<file path="src/source/csma_pkg.sv">
// shared widths, state encodings and IFS constants for the CSMA/CA channel access unit
package csma_pkg;

    localparam int nav_w      = 15;
    localparam int mac_addr_w = 48;
    localparam int cw_max     = 10;  // larger exponents clamp here

    typedef logic [nav_w-1:0] nav_t;
    typedef logic [11:0]      wait_t;     // ifs wait in microseconds
    typedef logic [12:0]      backoff_t;  // backoff in microseconds
    typedef logic [9:0]       slots_t;

    localparam wait_t       longest_ack_time = 12'd44;  // extra microseconds for eifs
    localparam logic [31:0] lfsr_seed        = 32'h1020_f0cb;

    localparam logic [1:0] fc_type_ctrl = 2'b01;  // control frame type

    typedef enum logic [1:0] {
        nav_idle              = 2'd0,
        nav_wait_for_duration = 2'd1,
        nav_check_ra          = 2'd2,
        nav_update            = 2'd3
    } nav_state_t;

    typedef enum logic [2:0] {
        st_idle         = 3'd0,
        st_ch_busy      = 3'd1,
        st_wait_1       = 3'd2,  // ifs only
        st_wait_2       = 3'd3,  // ifs then random backoff
        st_run          = 3'd4,
        st_suspend      = 3'd5,
        st_wait_for_own = 3'd6
    } backoff_state_t;

endpackage

</file>
<file path="src/source/backoff_fsm.sv">
// medium access FSM, picks DIFS or EIFS and runs the random backoff that freezes while busy
`timescale 1ns/10ps

module backoff_fsm (
    input  logic               clk,
    input  logic               rstn,
    input  logic               reset_backoff,
    input  logic               ch_idle_final,
    input  logic               fcs_in_strobe,
    input  logic               fcs_valid,
    input  logic [4:0]         slot_time,
    input  logic [6:0]         sifs_time,
    input  logic               high_trigger,
    input  logic               quit_retrans,
    input  logic               retrans_trigger,
    input  logic               tx_bb_is_ongoing,
    input  logic               ack_tx_flag,
    input  logic               wait_zero,
    input  logic               backoff_zero,
    input  csma_pkg::slots_t   num_slots,
    input  csma_pkg::backoff_t backoff_count,
    output logic               wait_load,
    output csma_pkg::wait_t    wait_value,
    output logic               wait_run,
    output logic               backoff_load,
    output csma_pkg::backoff_t backoff_value,
    output logic               backoff_run,
    output logic               lfsr_advance,
    output logic               backoff_done
);

    csma_pkg::backoff_state_t state;
    csma_pkg::backoff_state_t state_nxt;
    logic                     last_fcs_valid;  // low selects eifs
    logic                     is_retrans;      // pending access needs a random backoff
    logic                     is_retrans_nxt;
    logic                     any_trigger;
    logic                     new_retrans;
    csma_pkg::wait_t          difs_time;
    csma_pkg::wait_t          eifs_time;
    csma_pkg::wait_t          ifs_time;
    csma_pkg::wait_t          quit_wait;  // leftover backoff, at most one ifs

    assign difs_time = csma_pkg::wait_t'(sifs_time) + csma_pkg::wait_t'(slot_time)
                     + csma_pkg::wait_t'(slot_time);
    assign eifs_time = csma_pkg::wait_t'(sifs_time) + difs_time + csma_pkg::longest_ack_time;
    assign ifs_time  = last_fcs_valid ? difs_time : eifs_time;
    assign quit_wait = (backoff_count > csma_pkg::backoff_t'(ifs_time))
                     ? ifs_time
                     : csma_pkg::wait_t'(backoff_count);

    assign any_trigger = high_trigger || quit_retrans || retrans_trigger;
    assign new_retrans = retrans_trigger && !high_trigger && !quit_retrans;

    // one fresh draw per retransmission
    assign lfsr_advance  = (state == csma_pkg::st_idle) && new_retrans;
    assign backoff_value = csma_pkg::backoff_t'(num_slots) * csma_pkg::backoff_t'(slot_time);
    assign wait_run      = (state == csma_pkg::st_wait_1) || (state == csma_pkg::st_wait_2);
    assign backoff_run   = (state == csma_pkg::st_run) && ch_idle_final;
    assign backoff_done  = (state == csma_pkg::st_wait_for_own);

    always_comb begin
        state_nxt      = state;
        is_retrans_nxt = is_retrans;
        wait_load      = 1'b0;
        wait_value     = ifs_time;
        backoff_load   = 1'b0;
        case (state)
            csma_pkg::st_idle: begin
                if (any_trigger) begin
                    is_retrans_nxt = new_retrans;
                    if (!ch_idle_final) begin
                        state_nxt = csma_pkg::st_ch_busy;
                    end else begin
                        wait_load = 1'b1;
                        state_nxt = new_retrans ? csma_pkg::st_wait_2 : csma_pkg::st_wait_1;
                    end
                end
            end
            csma_pkg::st_ch_busy: begin
                if (ch_idle_final) begin  // full ifs again once the medium frees
                    wait_load = 1'b1;
                    state_nxt = is_retrans ? csma_pkg::st_wait_2 : csma_pkg::st_wait_1;
                end
            end
            csma_pkg::st_wait_1: begin
                if (!ch_idle_final) begin
                    state_nxt = csma_pkg::st_ch_busy;
                end else if (wait_zero) begin
                    state_nxt = csma_pkg::st_wait_for_own;
                end
            end
            csma_pkg::st_wait_2: begin
                if (!ch_idle_final) begin
                    state_nxt = csma_pkg::st_ch_busy;
                end else if (quit_retrans) begin
                    is_retrans_nxt = 1'b0;  // finish the ifs, no backoff
                    state_nxt      = csma_pkg::st_wait_1;
                end else if (wait_zero) begin
                    backoff_load = 1'b1;
                    state_nxt    = csma_pkg::st_run;
                end
            end
            csma_pkg::st_run, csma_pkg::st_suspend: begin
                if (ch_idle_final && quit_retrans) begin
                    is_retrans_nxt = 1'b0;
                    wait_load      = 1'b1;
                    wait_value     = quit_wait;
                    state_nxt      = csma_pkg::st_wait_1;
                end else if (ch_idle_final) begin
                    if (state == csma_pkg::st_suspend) begin
                        state_nxt = csma_pkg::st_run;
                    end else if (backoff_zero) begin
                        state_nxt = csma_pkg::st_wait_for_own;
                    end
                end else if (state == csma_pkg::st_run) begin
                    // freeze the slot count, or start over if it was already spent
                    state_nxt = backoff_zero ? csma_pkg::st_ch_busy : csma_pkg::st_suspend;
                end else if (quit_retrans) begin
                    is_retrans_nxt = 1'b0;
                    state_nxt      = csma_pkg::st_ch_busy;
                end
            end
            csma_pkg::st_wait_for_own: begin
                if (tx_bb_is_ongoing) begin
                    is_retrans_nxt = ack_tx_flag;  // our ack goes out, then back off
                    state_nxt      = ack_tx_flag ? csma_pkg::st_ch_busy : csma_pkg::st_idle;
                end
            end
            default: begin
                state_nxt = csma_pkg::st_idle;
            end
        endcase
    end

    always_ff @(posedge clk) begin
        if (!rstn || reset_backoff) begin
            state      <= csma_pkg::st_idle;
            is_retrans <= 1'b0;
        end else begin
            state      <= state_nxt;
            is_retrans <= is_retrans_nxt;
        end
    end

    always_ff @(posedge clk) begin
        if (!rstn) begin
            last_fcs_valid <= 1'b0;
        end else if (fcs_in_strobe) begin
            last_fcs_valid <= fcs_valid;
        end
    end

    // the slot count loads only at the end of the ifs and the backoff timer takes it
    assert property (@(posedge clk) disable iff (!rstn || reset_backoff)
        backoff_load |-> (state == csma_pkg::st_wait_2)
                         ##1 (backoff_count == $past(backoff_value)));

endmodule

</file>
<file path="src/source/backoff_lfsr.sv">
// 32-bit LFSR random source and slot draw masked by the contention window exponent
`timescale 1ns/10ps

module backoff_lfsr (
    input  logic             clk,
    input  logic             rstn,
    input  logic             advance,
    input  logic [3:0]       cw_exp_used,
    output csma_pkg::slots_t num_slots
);

    logic [31:0] lfsr;
    logic [3:0]  exp_clamped;
    logic [9:0]  cw_mask;  // 2^exp - 1

    always_ff @(posedge clk) begin
        if (!rstn) begin
            lfsr <= csma_pkg::lfsr_seed;
        end else if (advance) begin
            lfsr <= {lfsr[30:0], ~^{lfsr[31], lfsr[21], lfsr[1:0]}};  // taps 32,22,2,1
        end
    end

    assign exp_clamped = (cw_exp_used > 4'(csma_pkg::cw_max)) ? 4'(csma_pkg::cw_max)
                                                              : cw_exp_used;
    assign cw_mask     = ~(10'h3ff << exp_clamped);
    assign num_slots   = lfsr[9:0] & cw_mask;

endmodule

</file>
<file path="src/source/csma_ca.sv">
// CSMA/CA channel access top, joins NAV tracking, IFS and backoff timers, LFSR and access FSM
`timescale 1ns/10ps

module csma_ca (
    input  logic                            clk,
    input  logic                            rstn,
    input  logic                            tsf_pulse_1m,
    input  logic                            pkt_header_valid,
    input  logic                            pkt_header_valid_strobe,
    input  logic [15:0]                     signal_len,
    input  logic                            fcs_in_strobe,
    input  logic                            fcs_valid,
    input  logic                            addr1_valid,
    input  logic [csma_pkg::mac_addr_w-1:0] addr1,
    input  logic [csma_pkg::mac_addr_w-1:0] self_mac_addr,
    input  logic                            fc_di_valid,
    input  logic [1:0]                      fc_type,
    input  logic [3:0]                      fc_subtype,
    input  logic [15:0]                     duration,
    input  logic                            ch_idle,
    input  logic [4:0]                      slot_time,
    input  logic [6:0]                      sifs_time,
    input  logic [3:0]                      cw_exp_used,
    input  logic                            retrans_trigger,
    input  logic                            quit_retrans,
    input  logic                            high_trigger,
    input  logic                            reset_backoff,
    input  logic                            tx_bb_is_ongoing,
    input  logic                            ack_tx_flag,
    output csma_pkg::nav_t                  nav_remaining,
    output logic                            ch_idle_final,
    output logic                            backoff_done
);

    logic               nav_busy;
    logic               wait_load, wait_run, wait_zero;
    csma_pkg::wait_t    wait_value;
    logic               backoff_load, backoff_run, backoff_zero;
    csma_pkg::backoff_t backoff_value;
    csma_pkg::backoff_t backoff_count;
    logic               lfsr_advance;
    csma_pkg::slots_t   num_slots;

    assign ch_idle_final = ch_idle && !nav_busy;  // physical and virtual sense both idle

    nav_tracker nav_i (
        .clk, .rstn, .tsf_pulse_1m,
        .pkt_header_valid, .pkt_header_valid_strobe,
        .fcs_in_strobe, .fcs_valid,
        .addr1_valid, .addr1, .self_mac_addr,
        .fc_di_valid, .duration,
        .nav_remaining, .nav_busy
    );

    us_countdown #(.count_t(csma_pkg::wait_t)) wait_timer_i (
        .clk, .rstn, .tsf_pulse_1m,
        .load(wait_load), .load_value(wait_value), .run(wait_run),
        .count(), .zero(wait_zero)
    );

    us_countdown #(.count_t(csma_pkg::backoff_t)) backoff_timer_i (
        .clk, .rstn, .tsf_pulse_1m,
        .load(backoff_load), .load_value(backoff_value), .run(backoff_run),
        .count(backoff_count), .zero(backoff_zero)
    );

    backoff_lfsr lfsr_i (
        .clk, .rstn,
        .advance(lfsr_advance), .cw_exp_used, .num_slots
    );

    backoff_fsm fsm_i (
        .clk, .rstn, .reset_backoff, .ch_idle_final,
        .fcs_in_strobe, .fcs_valid, .slot_time, .sifs_time,
        .high_trigger, .quit_retrans, .retrans_trigger,
        .tx_bb_is_ongoing, .ack_tx_flag,
        .wait_zero, .backoff_zero, .num_slots, .backoff_count,
        .wait_load, .wait_value, .wait_run,
        .backoff_load, .backoff_value, .backoff_run,
        .lfsr_advance, .backoff_done
    );

endmodule

</file>
<file path="src/source/nav_tracker.sv">
// virtual carrier sense, parses received headers and keeps the NAV counting down per microsecond
`timescale 1ns/10ps

module nav_tracker (
    input  logic                            clk,
    input  logic                            rstn,
    input  logic                            tsf_pulse_1m,
    input  logic                            pkt_header_valid,
    input  logic                            pkt_header_valid_strobe,
    input  logic                            fcs_in_strobe,
    input  logic                            fcs_valid,
    input  logic                            addr1_valid,
    input  logic [csma_pkg::mac_addr_w-1:0] addr1,
    input  logic [csma_pkg::mac_addr_w-1:0] self_mac_addr,
    input  logic                            fc_di_valid,
    input  logic [15:0]                     duration,
    output csma_pkg::nav_t                  nav_remaining,
    output logic                            nav_busy
);

    csma_pkg::nav_state_t nav_state;
    csma_pkg::nav_t       nav_new;  // duration of the frame being parsed
    logic                 dur_ok;
    logic                 nav_set;

    assign dur_ok   = fc_di_valid && !duration[15];  // bit 15 set is not a duration
    assign nav_set  = (nav_state == csma_pkg::nav_update) && fcs_in_strobe && fcs_valid;
    assign nav_busy = (nav_remaining != '0);

    always_ff @(posedge clk) begin
        if (!rstn) begin
            nav_state <= csma_pkg::nav_idle;
        end else if (pkt_header_valid_strobe) begin
            // each header restarts the parser, also recovers a frame that never saw its fcs
            if (pkt_header_valid) begin
                nav_state <= csma_pkg::nav_wait_for_duration;
            end else begin
                nav_state <= csma_pkg::nav_idle;
            end
        end else begin
            case (nav_state)
                csma_pkg::nav_wait_for_duration: begin
                    if (dur_ok) begin
                        nav_state <= csma_pkg::nav_check_ra;
                    end
                end
                csma_pkg::nav_check_ra: begin
                    // frames addressed to us leave the nav alone
                    if (addr1_valid && (addr1 != self_mac_addr)) begin
                        nav_state <= csma_pkg::nav_update;
                    end
                end
                csma_pkg::nav_update: begin
                    if (fcs_in_strobe) begin
                        nav_state <= csma_pkg::nav_idle;
                    end
                end
                default: begin
                    nav_state <= nav_state;
                end
            endcase
        end
    end

    always_ff @(posedge clk) begin
        if ((nav_state == csma_pkg::nav_wait_for_duration) && dur_ok) begin
            nav_new <= duration[csma_pkg::nav_w-1:0];
        end
    end

    always_ff @(posedge clk) begin
        if (!rstn) begin
            nav_remaining <= '0;
        end else if (nav_set) begin
            // keep the longer reservation
            nav_remaining <= (nav_new > nav_remaining) ? nav_new : nav_remaining;
        end else if (tsf_pulse_1m && nav_busy) begin
            nav_remaining <= nav_remaining - 1'b1;
        end
    end

    // the nav only grows through a confirmed frame
    assert property (@(posedge clk) disable iff (!rstn)
        (nav_remaining > $past(nav_remaining)) |-> $past(nav_set));

endmodule

</file>
<file path="src/source/us_countdown.sv">
// loadable microsecond down-counter, paused by run and stepped by the 1 MHz pulse
`timescale 1ns/10ps

module us_countdown #(
    parameter type count_t = logic [7:0]
) (
    input  logic   clk,
    input  logic   rstn,
    input  logic   tsf_pulse_1m,
    input  logic   load,
    input  count_t load_value,
    input  logic   run,
    output count_t count,
    output logic   zero
);

    assign zero = (count == '0);

    always_ff @(posedge clk) begin
        if (!rstn) begin
            count <= '0;
        end else if (load) begin
            count <= load_value;  // load wins over a same-cycle pulse
        end else if (run && tsf_pulse_1m && !zero) begin
            count <= count - 1'b1;
        end
    end

    // the count only rises through a load and never wraps from zero
    assert property (@(posedge clk) disable iff (!rstn)
        !load |=> (count <= $past(count)));

endmodule
</file>
<file path="config.mk">
export PLATFORM = sky130hd
export DESIGN_NAME = csma_ca
export DESIGN_NICKNAME = d
export VERILOG_FILES = /design/src/source/csma_pkg.sv /design/src/source/backoff_fsm.sv /design/src/source/backoff_lfsr.sv /design/src/source/csma_ca.sv /design/src/source/nav_tracker.sv /design/src/source/us_countdown.sv
export SDC_FILE = /design/constraint.sdc
export NUM_CORES = 1
export LEC_CHECK = 0
export BUFFER_PORTS_ARGS = -buffer_cell sky130_fd_sc_hd__buf_2
export CAP_MARGIN = 25
export CORE_UTILIZATION = 31
export DETAILED_ROUTE_END_ITERATION = 8
export GPL_ROUTABILITY_DRIVEN = 0
export SLEW_MARGIN = 25
export SYNTH_ARGS = -nofsm -noshare
export SYNTH_HDL_FRONTEND = slang
export SYNTH_SLANG_ARGS = --single-unit
</file>
<file path="constraint.sdc">
create_clock -name clk -period 7.72 [get_ports clk]
set_clock_uncertainty 0.2 [all_clocks]
set_input_delay 1.544 -clock clk [delete_from_list [all_inputs] [get_ports clk]]
set_output_delay 1.544 -clock clk [all_outputs]
set_load 0.01 [all_outputs]
</file>
## Yosys cells after proc, flatten, opt, wreduce, memory -nomap -nowiden

Index checks and enable logic that the tools add are counted.

- Word-level logic and storage cells: 143
- Bits in registers: 94
- Input port bits: 166

- Shifts and indexed selects: 1
- Multiplexer cells: 54
- $add $sub $neg: 7
- $mul: 1
- Order comparisons: 3
- Equality and inequality tests: 24
- Bitwise gates (word level): 2
- Reductions and logical operators: 42

Operators by type and width:

| operator | number |
|---|---|
| 12-bit 2-to-1 mux | 6 |
| 3-bit 2-to-1 mux | 16 |
| 48-bit inequality test | 1 |
| 15-bit 2-to-1 mux | 3 |
| 13-bit 2-to-1 mux | 2 |
| 1-bit 2-to-1 mux | 18 |
| 3-bit one-hot mux with 6 select lines | 1 |
| 1-bit logical AND | 16 |
| 15-bit > comparator | 1 |
| 15-bit nonzero test | 1 |
| 15-bit by 1-bit subtractor with 15-bit output (second input constant) | 1 |
| 13-bit by 12-bit > comparator with 1-bit output | 1 |
| 13-bit zero test | 1 |
| 10-bit by 5-bit multiplier with 13-bit output | 1 |
| 13-bit by 1-bit subtractor with 13-bit output (second input constant) | 1 |
| 12-bit by 5-bit adder with 12-bit output | 1 |
| 12-bit by 6-bit adder with 12-bit output (second input constant) | 1 |
| 7-bit by 12-bit adder with 12-bit output | 1 |
| 12-bit zero test | 1 |
| 3-bit inequality test (second input constant) | 4 |
| 12-bit by 1-bit subtractor with 12-bit output (second input constant) | 1 |
| 10-bit bitwise AND | 1 |
| 10-bit inverter | 1 |
| 10-bit by 4-bit << shifter with 10-bit output (first input constant) | 1 |
| other kinds (29) | 52 |

## Logic depth before layout (Yosys ltp)

Gate-level depths: netlist of run 1.

- Word-level depth: 10
- Gate-level depth with buffers: 27

## By module

A second synthesis of run 1 with hierarchy kept.

- Cells, all modules: 958
- Area, all modules: 8185.4 µm²

Modules (own cells, without submodules):

| module | cells an instance | times used | area each (µm²) |
|---|---|---|---|
| backoff_fsm | 365 | 1 | 2819.0 |
| nav_tracker | 287 | 1 | 2536.2 |
| backoff_lfsr | 122 | 1 | 1310.0 |
| us_countdown (backoff_timer_i) | 101 | 1 | 802.0 |
| us_countdown (wait_timer_i) | 82 | 1 | 704.4 |
| csma_ca | 1 | 1 | 13.8 |

## Least setup slack after synthesis of run 1

No wires, ideal clock.

- Path type: input to register
- From: in slot_time[0]
- To: reg wait_timer_i.count[1] (netlist name)
- Required time: 7451 ps
- Path buffers: 0
- Stages on the path: 24
- Slack: 238 ps
- Data arrival time: 7213 ps
- Cell sequence: ha_1 > fa_1 > a21o_1 > a21oi_1 > xnor2_1 > ha_1 > and4b_1 > a211oi_1 > o21ai_0 > o2bb2ai_1 > xnor2_1 > ha_1 > ha_1 > a21o_1 > o21a_1 > nor3_1 > nor2_1 > ha_1 > a2111o_1 > a2111oi_0 > a2111oi_0 > o311ai_2 > mux2_2 > o21ai_1

- Longest elaborated chain between the ends: 10

RTL lines:

| item | line | text |
|---|---|---|
| from (decl) | csma_ca.sv:21 | `input logic [4:0] slot_time,` |
| 7-bit by 5-bit adder with 8-bit output | backoff_fsm.sv:44 | `assign difs_time = csma_pkg::wait_t'(sifs_time) + csma_pkg::wait_t'(slot_time)` |
| 12-bit by 5-bit adder with 12-bit output * | backoff_fsm.sv:45 | `+ csma_pkg::wait_t'(slot_time);` |
| 7-bit by 12-bit adder with 12-bit output | backoff_fsm.sv:46 | `assign eifs_time = csma_pkg::wait_t'(sifs_time) + difs_time + csma_pkg::longest_ack_time;` |
| 12-bit by 6-bit adder with 12-bit output | backoff_fsm.sv:46 |  |
| 12-bit 2-to-1 mux * | backoff_fsm.sv:47 | `assign ifs_time = last_fcs_valid ? difs_time : eifs_time;` |
| 13-bit by 12-bit > comparator with 1-bit output | backoff_fsm.sv:48 | `assign quit_wait = (backoff_count > csma_pkg::backoff_t'(ifs_time))` |
| 12-bit 2-to-1 mux | backoff_fsm.sv:49 | `? ifs_time` |
| 12-bit 2-to-1 mux | backoff_fsm.sv:105 | `if (ch_idle_final && quit_retrans) begin` |
| 12-bit 2-to-1 mux * | backoff_fsm.sv:68 | `case (state)` |
| 12-bit 2-to-1 mux * | us_countdown.sv:22 | `end else if (load) begin` |
| to (signal assigned) | us_countdown.sv:23 | `count <= load_value;` |
| to (signal assigned) | us_countdown.sv:25 | `count <= count - 1'b1;` |
| to (decl) | us_countdown.sv:13 | `output count_t count,` |

Mark *: on every way between the ends. The rest lies on a longest branch, timed or not.
A chain may end at the register's enable or synchronous reset.

## Final worst setup path of run 1

- From: in slot_time[0]
- To: reg wait_timer_i.count[2] (netlist name)

Same word-level chain as after synthesis.

==> results.cfg, run 1 <==
[critical_path]
crit_required_ns = 7.79
crit-reg2reg-launch = lfsr_i.lfsr[2]
worst_path_most_repeated_cell = ha_1
crit_path_max_fanout = 7
crit_slowest_cell = a2111o_1
crit_path_start_kind = input port
path_delay_family = compound AO/OA/AOI/OAI gates
critPathCaptureType = register
r2r_cells = 13
worstSetupPathType = input port to register
r2r_slack_ns = 3.00
r2r-end = backoff_timer_i.count[12]
max_stage_delay_ns = 0.48
path_buf_inv = 3
critPathArrivalTime_ns = 7.38

[place]
io_buffers = 160
pre_cts_ws_ns = -0.392
hpwl_um = 17000

[cells_and_area]
drive_gt1_frac = 0.209
final_util = 0.381
final_cell_mix = buf_2, nand2_1, dfxtp_1, a21oi_1, inv_1
area_delta_synth_final_pct = 19.8
layout_commonest_cell = buf_2
n_antenna_cell = 0
nNetsFinal = 1436
fillers = 2657

[power_and_ir_drop]
p_total_uw = 2400
ir_drop_mv = 0.123
powerDensity_nw_per_um2 = 240
pwr-share-comb = 0.524
power.share.clock = 0.207
switchingPower_uw = 1020
intPower_uw = 1380
p_sw_frac = 0.425
p_leak_uw = 0.00443
pwr-share-seq = 0.269

[worst_hold_path]
hold_depth = 2
min_path_type = register to register
whs_endpoint = lfsr_i.lfsr[11]
hold_path.startpoint = lfsr_i.lfsr[11]

[sta]
timing.fmax_mhz = 137
fin_crit_sh = 0.947
slew_viol_final = 0
hold_viol_final = 0
rsz0062_at_grt = false
setup_viol = 0
slew_headroom = 0.372
tightestPinTransition_ns = 0.940
fin_ws_ns = 0.406
fin_crit_ns = 7.31
setup_tns_ns = 0

[global_route]
antenna_found_initial = 1
grt_pass1_wl_um = 36200
grt_use_total = 0.158
grtUsageMet2 = 0.276
grt_util_met1 = 0.203
met3_usage = 0.0205
busiest_layer = met2
gr-total-overflow = 0
grt_pass1_vias = 7452
grt_start_max_net_pins = 50

[yosys]
synth_flop_cell = dfxtp_1
syn_inst = 1021
synth-edff-count = 15
seq_area_frac_synth = 0.244
synth_seq_cells = 94
synth_warnings = 0
synth-async-reset-ratio = 0
yosysTopAreaCell = dfxtp_1
syn_area_sq_um = 8330
ys_types = 85
avgSynthCellArea_sq_um = 8.16
yosys-top-cells-area = dfxtp_1, ha_1, nand2_1, fa_1, xor2_1
synth_top_area_frac = 0.190
synth_fp_nets = 1280

[drt]
avgRoutedWirePerCell_um = 14.3
viasPerCell = 5.15
first_pass_iters = 7
drc = 3
wirelength_um = 21700
num_vias = 7820
ant_nets = 0
drtIter0Drc = 347

[clock_network]
hold_buffers = 0
cts_tree = yes
htreeDepth = 3
clock-sinks = 94
cts_setup_buffers = 0
clk_latency_ns = 0.36
cts.clk_slew.worst_paths_ns = 0.07
cts_made_buffers = 9
cts_buffer_depth = 2
clock-root-buffer = clkbuf_16

[floorplanning]
die_h_um = 166
fp-row-count = 59
io_pins = 183
coreArea_sq_um = 26200
die-area_sq_um = 27500
start_util = 0.318
die_w_um = 166

[run_status]
violations = DRC
outcome = finished, violations left

[flow_run]
cap_violations = 0
==> flip-flops by register name (all words and copies together), names as in the netlist <==
name	count
fsm_i.last_fcs_valid	1
fsm_i.is_retrans	1
backoff_timer_i.count	13
fsm_i.state	3
lfsr_i.lfsr	32
nav_i.nav_remaining	15
wait_timer_i.count	12
nav_i.nav_new	15
nav_i.nav_state	2
==> routing by layer <==
metal  wire, um  vias to the layer above  share of wire
met4        318                        2          0.015
met2      10500                      195           0.49
met3        854                       24          0.039
li1           -                     3951              -
met5         13                        -        0.00060
met1       9980                     3648           0.46
==> repair_timing <==
action	CTS	global route
resized for setup	1	8
cloned	0	1
endpoints found under the setup margin	3	9
pin swaps	0	4
==> power by group through the flow <==
stage               Sequential (uW)  Combinational [uW]  Clock, uW
detailed placement              656                1240          0
CTS                             644                1250        504
global placement                655                1220          0
global route                    655                1430        523
finish                          645                1260        496
floorplan                       637                 906          0
==> logic make-up (layout without fill, tap and decap cells) <==
| group | Yosys count | in the layout | share of synthesized area |
|---|---|---|---|
| AND/OR/NAND/NOR | 372 | 372 | 0.231 |
| AO/OA/AOI/OAI | 239 | 239 | 0.197 |
| buffers and inverters | 121 | 282 | 0.0569 |
| flip-flops | 94 | 94 | 0.244 |
| adder cells (fa/ha/maj) | 93 | 93 | 0.163 |
| XOR/XNOR | 92 | 92 | 0.0968 |
| multiplexers | 9 | 9 | 0.0113 |
| other | 1 | 1 | 0.000450 |
==> tightest hold or removal path, delay by kind of cell (launching register included) <==
family             cells  cell delay [ns]
and+or+nand+nor        1             0.05
DFF                    1             0.31
AOI/OAI and AO/OA      1             0.05
==> area by class of cell <==
cell class / instances / area, sq um / area share
inverters: 74 / 278 / 0.0278
repair buffers: 192 / 1040 / 0.104
clock inverters: 7 / 95.1 / 0.00953
multi-input cells: 806 / 5880 / 0.590
flip-flops and latches: 94 / 2030 / 0.204
well taps: 335 / 419 / 0.0420
clock buffers: 9 / 225 / 0.0226
==> Yosys cell counts, types with 7 or more instances <==
cell type	instances
a211oi_1	16
a21o_1	13
a21oi_1	78
a31oi_1	15
and2_1	20
and3_1	7
clkbuf_1	38
dfxtp_1	79
edfxtp_1	15
fa_1	26
ha_1	67
inv_1	74
nand2_1	142
nand2b_1	7
nand3_1	26
nand4_1	11
nor2_1	59
nor3_1	23
nor4_1	19
o21a_1	8
o21ai_0	26
or3_1	11
xnor2_1	33
xor2_1	59
==> through the flow <==
step | cell area (sq um) | hold slack [ns] | instances
floorplan | 8330 | 0.232 | 1021
global placement | 9600 | 0.239 | 1499
detailed placement | 9610 | 0.244 | 1500
CTS | 9930 | 0.254 | 1516
global route | 9970 | 0.274 | 1517
finish | 9970 | 0.253 | 1517
==> worst max path at each step <==
stage	slack (ns)	startpoint	depth (start not counted)	end
after floorplan	0.24	slot_time[0]	24	wait_timer_i.count[1]
after global placement	-0.26	slot_time[0]	27	wait_timer_i.count[2]
after detailed placement	-0.39	slot_time[0]	27	wait_timer_i.count[2]
after CTS	0.02	slot_time[0]	27	wait_timer_i.count[2]
after global routing	0.01	slot_time[0]	27	wait_timer_i.count[2]
final	0.41	slot_time[0]	27	wait_timer_i.count[2]
Power figures use the tool's default switching activity.
==> run 2, diff against run 1 <==
GPL_ROUTABILITY_DRIVEN = 1   (was 0)
PLACE_DENSITY = 0.54   (was unset)
==> results.cfg, run 2 (synthesis gave the netlist of run 1 again) <==
[run_status]
outcome = finished, violations left
violations = DRC

[clock_network]
clock-root-buffer = clkbuf_16
clock-sinks = 94
clk_latency_ns = 0.35
cts_setup_buffers = 0
cts_tree = yes
cts.clk_slew.worst_paths_ns = 0.07
cts_resized = 0
hold_buffers = 0
htreeDepth = 3
cts_buffer_depth = 2
cts_made_buffers = 9

[sta]
slew_viol_final = 0
setup_viol = 0
slew_headroom = 0.397
timing.fmax_mhz = 136
tightestPinTransition_ns = 0.902
rsz0062_at_grt = false
fin_crit_ns = 7.34
fin_crit_sh = 0.951
hold_viol_final = 0

[worst_hold_path]
hold_depth = 2
min_path_type = register to register

[drt]
first_pass_iters = 7
drtIter0Drc = 392
ant_nets = 0
wirelength_um = 21800
viasPerCell = 5.12
num_vias = 7781
avgRoutedWirePerCell_um = 14.4
drc = 4

[power_and_ir_drop]
p_total_uw = 2330
powerDensity_nw_per_um2 = 234
p_leak_uw = 0.00442
ir_drop_mv = 0.157

[cells_and_area]
top_regs = lfsr_i.lfsr (32), nav_i.nav_new (15), nav_i.nav_remaining (15)
n_antenna_cell = 0
drive_gt1_frac = 0.209
fin_cells = 1520
final_cell_mix = buf_2, nand2_1, dfxtp_1, a21oi_1, inv_1
largest_reg_flops = 32
final_area_sq_um = 9940
area_delta_synth_final_pct = 19.3
regMostFlops = lfsr_i.lfsr
layout_commonest_cell = buf_2
nNetsFinal = 1439

[critical_path]
crit_slowest_cell = fa_1
crit-reg2reg-launch = lfsr_i.lfsr[2]
cp-endpoint = wait_timer_i.count[2]
crit_path_max_fanout = 12
cp.depth = 27
r2r-end = backoff_timer_i.count[12]
path_buf_inv = 3
worst_path_most_repeated_cell = ha_1
r2r_slack_ns = 2.92
critPathCaptureType = register
max_stage_delay_ns = 0.40
crit_required_ns = 7.79
path_delay_family = compound AO/OA/AOI/OAI gates
worstSetupPathType = input port to register
crit_path_start = slot_time[0]
critPathArrivalTime_ns = 7.41
crit_path_start_kind = input port
r2r_cells = 13

[place]
dp.cells = 1504
gp_congestion = 0.822
io_buffers = 160
post_dp_cell_area_sq_um = 9640
hpwl_um = 17100

[global_route]
grt_pass1_vias = 7421
grt_pass1_wl_um = 36500
grt_start_max_net_pins = 50
gr-total-overflow = 0
antenna_found_initial = 0
grt_use_total = 0.160

[floorplanning]
die_w_um = 166
die-area_sq_um = 27500
fp-row-count = 59
io_pins = 183
die_h_um = 166
start_util = 0.318
coreArea_sq_um = 26200

[flow_run]
cap_violations = 0
## run 2: where the power goes
| group | total (uW) | leakage [uW] | switching [uW] | internal (uW) |
|---|---|---|---|---|
| registers | 643 | 0.000778 | 83.0 | 560 |
| clock network | 435 | 0.000137 | 204 | 231 |
| logic | 1250 | 0.00351 | 718 | 532 |
| total | 2330 | 0.00442 | 1010 | 1320 |
## run 2: layout make-up
class	instances	area, sq um
multi-input combinational	806	5860
clock buffer	11	243
clock inverter	5	42.5
tap	335	419
inverter	74	278
timing repair buffer	195	1060
fill	2724	16300
sequential	94	2030
## run 2: worst min-delay path by stage
stage | from | slack (ns) | to
finish | lfsr_i.lfsr[19] | 0.25 | lfsr_i.lfsr[19]
detailed placement | lfsr_i.lfsr[19] | 0.24 | lfsr_i.lfsr[19]
global route | lfsr_i.lfsr[11] | 0.27 | lfsr_i.lfsr[11]
CTS | lfsr_i.lfsr[25] | 0.25 | lfsr_i.lfsr[25]
global placement | lfsr_i.lfsr[27] | 0.24 | lfsr_i.lfsr[27]
floorplan | lfsr_i.lfsr[11] | 0.23 | lfsr_i.lfsr[11]
## run 2: through the flow
step            util  setup TNS, ns  setup WS [ns]  hold WS [ns]
3_5_place_dp   0.368          -1.19         -0.270         0.244
5_1_grt        0.379              0         0.0373         0.273
6_report       0.379              0          0.377         0.253
4_1_cts        0.379              0         0.0683         0.254
3_3_place_gp   0.367          -1.01         -0.160         0.241
2_1_floorplan      -              0          0.238         0.232
## run 2: worst register-to-register path, stage by stage (launching register included)
cell,delay [ns]
dfxtp_1,0.36
nor2b_1,0.42
nand2_1,0.13
fa_1,0.48
fa_1,0.52
fa_1,0.55
inv_1,0.05
ha_1,0.33
a21o_1,0.17
a21oi_1,0.22
o21bai_1,0.11
a2111oi_0,0.65
o31ai_1,0.18
o311ai_0,0.33
## run 2: routing by layer
| metal | vias up | part of all wire | global-route usage |
|---|---|---|---|
| met5 | - | 0 | 0 |
| met4 | 0 | 0.0087 | 0.0398 |
| met3 | 10 | 0.034 | 0.0172 |
| met2 | 180 | 0.47 | 0.270 |
| met1 | 3619 | 0.49 | 0.217 |
| li1 | 3972 | - | - |
==> run 3, diff against run 2 <==
MAX_ROUTING_LAYER = met4   (was unset)
==> results.cfg, run 3 (synthesis gave the netlist of run 1 again) <==
[run_status]
outcome = finished, violations left
violations = DRC

[drt]
drtIter0Drc = 365
wirelength_um = 21800
first_pass_iters = 7
avgRoutedWirePerCell_um = 14.4
num_vias = 7797
ant_nets = 0
viasPerCell = 5.13
drc = 4

[global_route]
grt_use_total = 0.165
busiest_layer = met2
grt_start_max_net_pins = 50
met3_usage = 0.0160
antenna_found_initial = 0
gr-total-overflow = 0
grt_pass1_wl_um = 36500
grt_pass1_vias = 7422
grt_util_met1 = 0.218
grtUsageMet2 = 0.270

[floorplanning]
start_util = 0.318
die-area_sq_um = 27500
io_pins = 183
die_h_um = 166
coreArea_sq_um = 26200
fp-row-count = 59
die_w_um = 166

[clock_network]
cts_buffer_depth = 2
hold_buffers = 0
cts_made_buffers = 9
cts.clk_slew.worst_paths_ns = 0.07
htreeDepth = 3
clock-sinks = 94
clk_latency_ns = 0.35
clock-root-buffer = clkbuf_16
cts_tree = yes

[place]
hpwl_um = 17100
io_buffers = 160
gp_congestion = 0.834
pre_cts_ws_ns = -0.270

[sta]
rsz0062_at_grt = false
setup_tns_ns = 0
tightestPinTransition_ns = 0.913
hold_viol_final = 0
hold-worst-slack_ns = 0.253
slew_viol_final = 0
timing.fmax_mhz = 136
fin_crit_ns = 7.34
fin_ws_ns = 0.376
setup_viol = 0
slew_headroom = 0.390
fin_crit_sh = 0.951

[cells_and_area]
area_delta_synth_final_pct = 19.3
top_regs = lfsr_i.lfsr (32), nav_i.nav_new (15), nav_i.nav_remaining (15)
final_util = 0.379
largest_reg_flops = 32
final_cell_mix = buf_2, nand2_1, dfxtp_1, a21oi_1, inv_1
nNetsFinal = 1439
layout_commonest_cell = buf_2
n_antenna_cell = 0
drive_gt1_frac = 0.209
regMostFlops = lfsr_i.lfsr

[worst_hold_path]
hold_path.startpoint = lfsr_i.lfsr[19]
min_path_type = register to register

[power_and_ir_drop]
pwr-share-seq = 0.276
powerDensity_nw_per_um2 = 234
pwr-share-comb = 0.537
ir_drop_mv = 0.157
p_leak_uw = 0.00442
intPower_uw = 1320
p_total_uw = 2330
switchingPower_uw = 1010
p_sw_frac = 0.432
power.share.clock = 0.186

[critical_path]
critPathCaptureType = register
crit_path_start_kind = input port
crit-reg2reg-launch = lfsr_i.lfsr[2]
worstSetupPathType = input port to register
max_stage_delay_ns = 0.40
crit_required_ns = 7.79
path_buf_inv = 3
crit_path_start = slot_time[0]
crit_path_max_fanout = 12
crit_slowest_cell = fa_1
worst_path_most_repeated_cell = ha_1
path_delay_family = compound AO/OA/AOI/OAI gates
critPathArrivalTime_ns = 7.41

[flow_run]
cap_violations = 0
## run 3: cell counts in the layout (fill, tap and decap cells not counted)
No cell type changed its count.
## run 3: path summary, 6_finish.rpt
path	cells after the start	to	slack, ns
setup reg to reg	13	backoff_timer_i.count[12]	2.92
setup / recovery	27	wait_timer_i.count[2]	0.38
hold / removal	2	lfsr_i.lfsr[19]	0.25
hold reg to reg	2	lfsr_i.lfsr[19]	0.25
## run 3: worst register-to-register path: stages (launching register included)
cell       delay (ns)
dfxtp_1          0.36
nor2b_1          0.42
nand2_1          0.13
fa_1             0.48
fa_1             0.52
fa_1             0.55
inv_1            0.05
ha_1             0.33
a21o_1           0.17
a21oi_1          0.22
o21bai_1         0.11
a2111oi_0        0.65
o31ai_1          0.18
o311ai_0         0.33
## run 3: layout make-up
class                      instances  area (sq um)
multi-input combinational        806          5860
inverter                          74           278
tap                              335           419
fill                            2724         16300
clock buffer                      11           243
timing repair buffer             195          1060
clock inverter                     5          42.5
sequential                        94          2030
## run 3: power groups by stage
stage | registers, uW | clock network, uW | logic (uW)
after global placement | 656 | 0 | 1240
after global routing | 656 | 465 | 1420
after floorplan | 637 | 0 | 906
after detailed placement | 655 | 0 | 1240
final | 644 | 434 | 1250
after CTS | 644 | 447 | 1250
## run 3: per-stage QoR
stage	cell area, sq um	cells
after detailed placement	9640	1504
after floorplan	8330	1021
final	9940	1520
after CTS	9920	1520
after global placement	9630	1503
after global routing	9940	1520
## run 3: metal layers
layer | up-vias | share of wire
li1 | 3971 | -
met1 | 3627 | 0.49
met2 | 190 | 0.47
met3 | 9 | 0.034
met4 | 0 | 0.0087
met5 | - | 0
## run 3: what timing repair did
action / 4_1_cts / 5_1_grt
gates resized for setup: 0 / 4
endpoints found under the setup margin: 0 / 9
setup buffers: 0 / 0
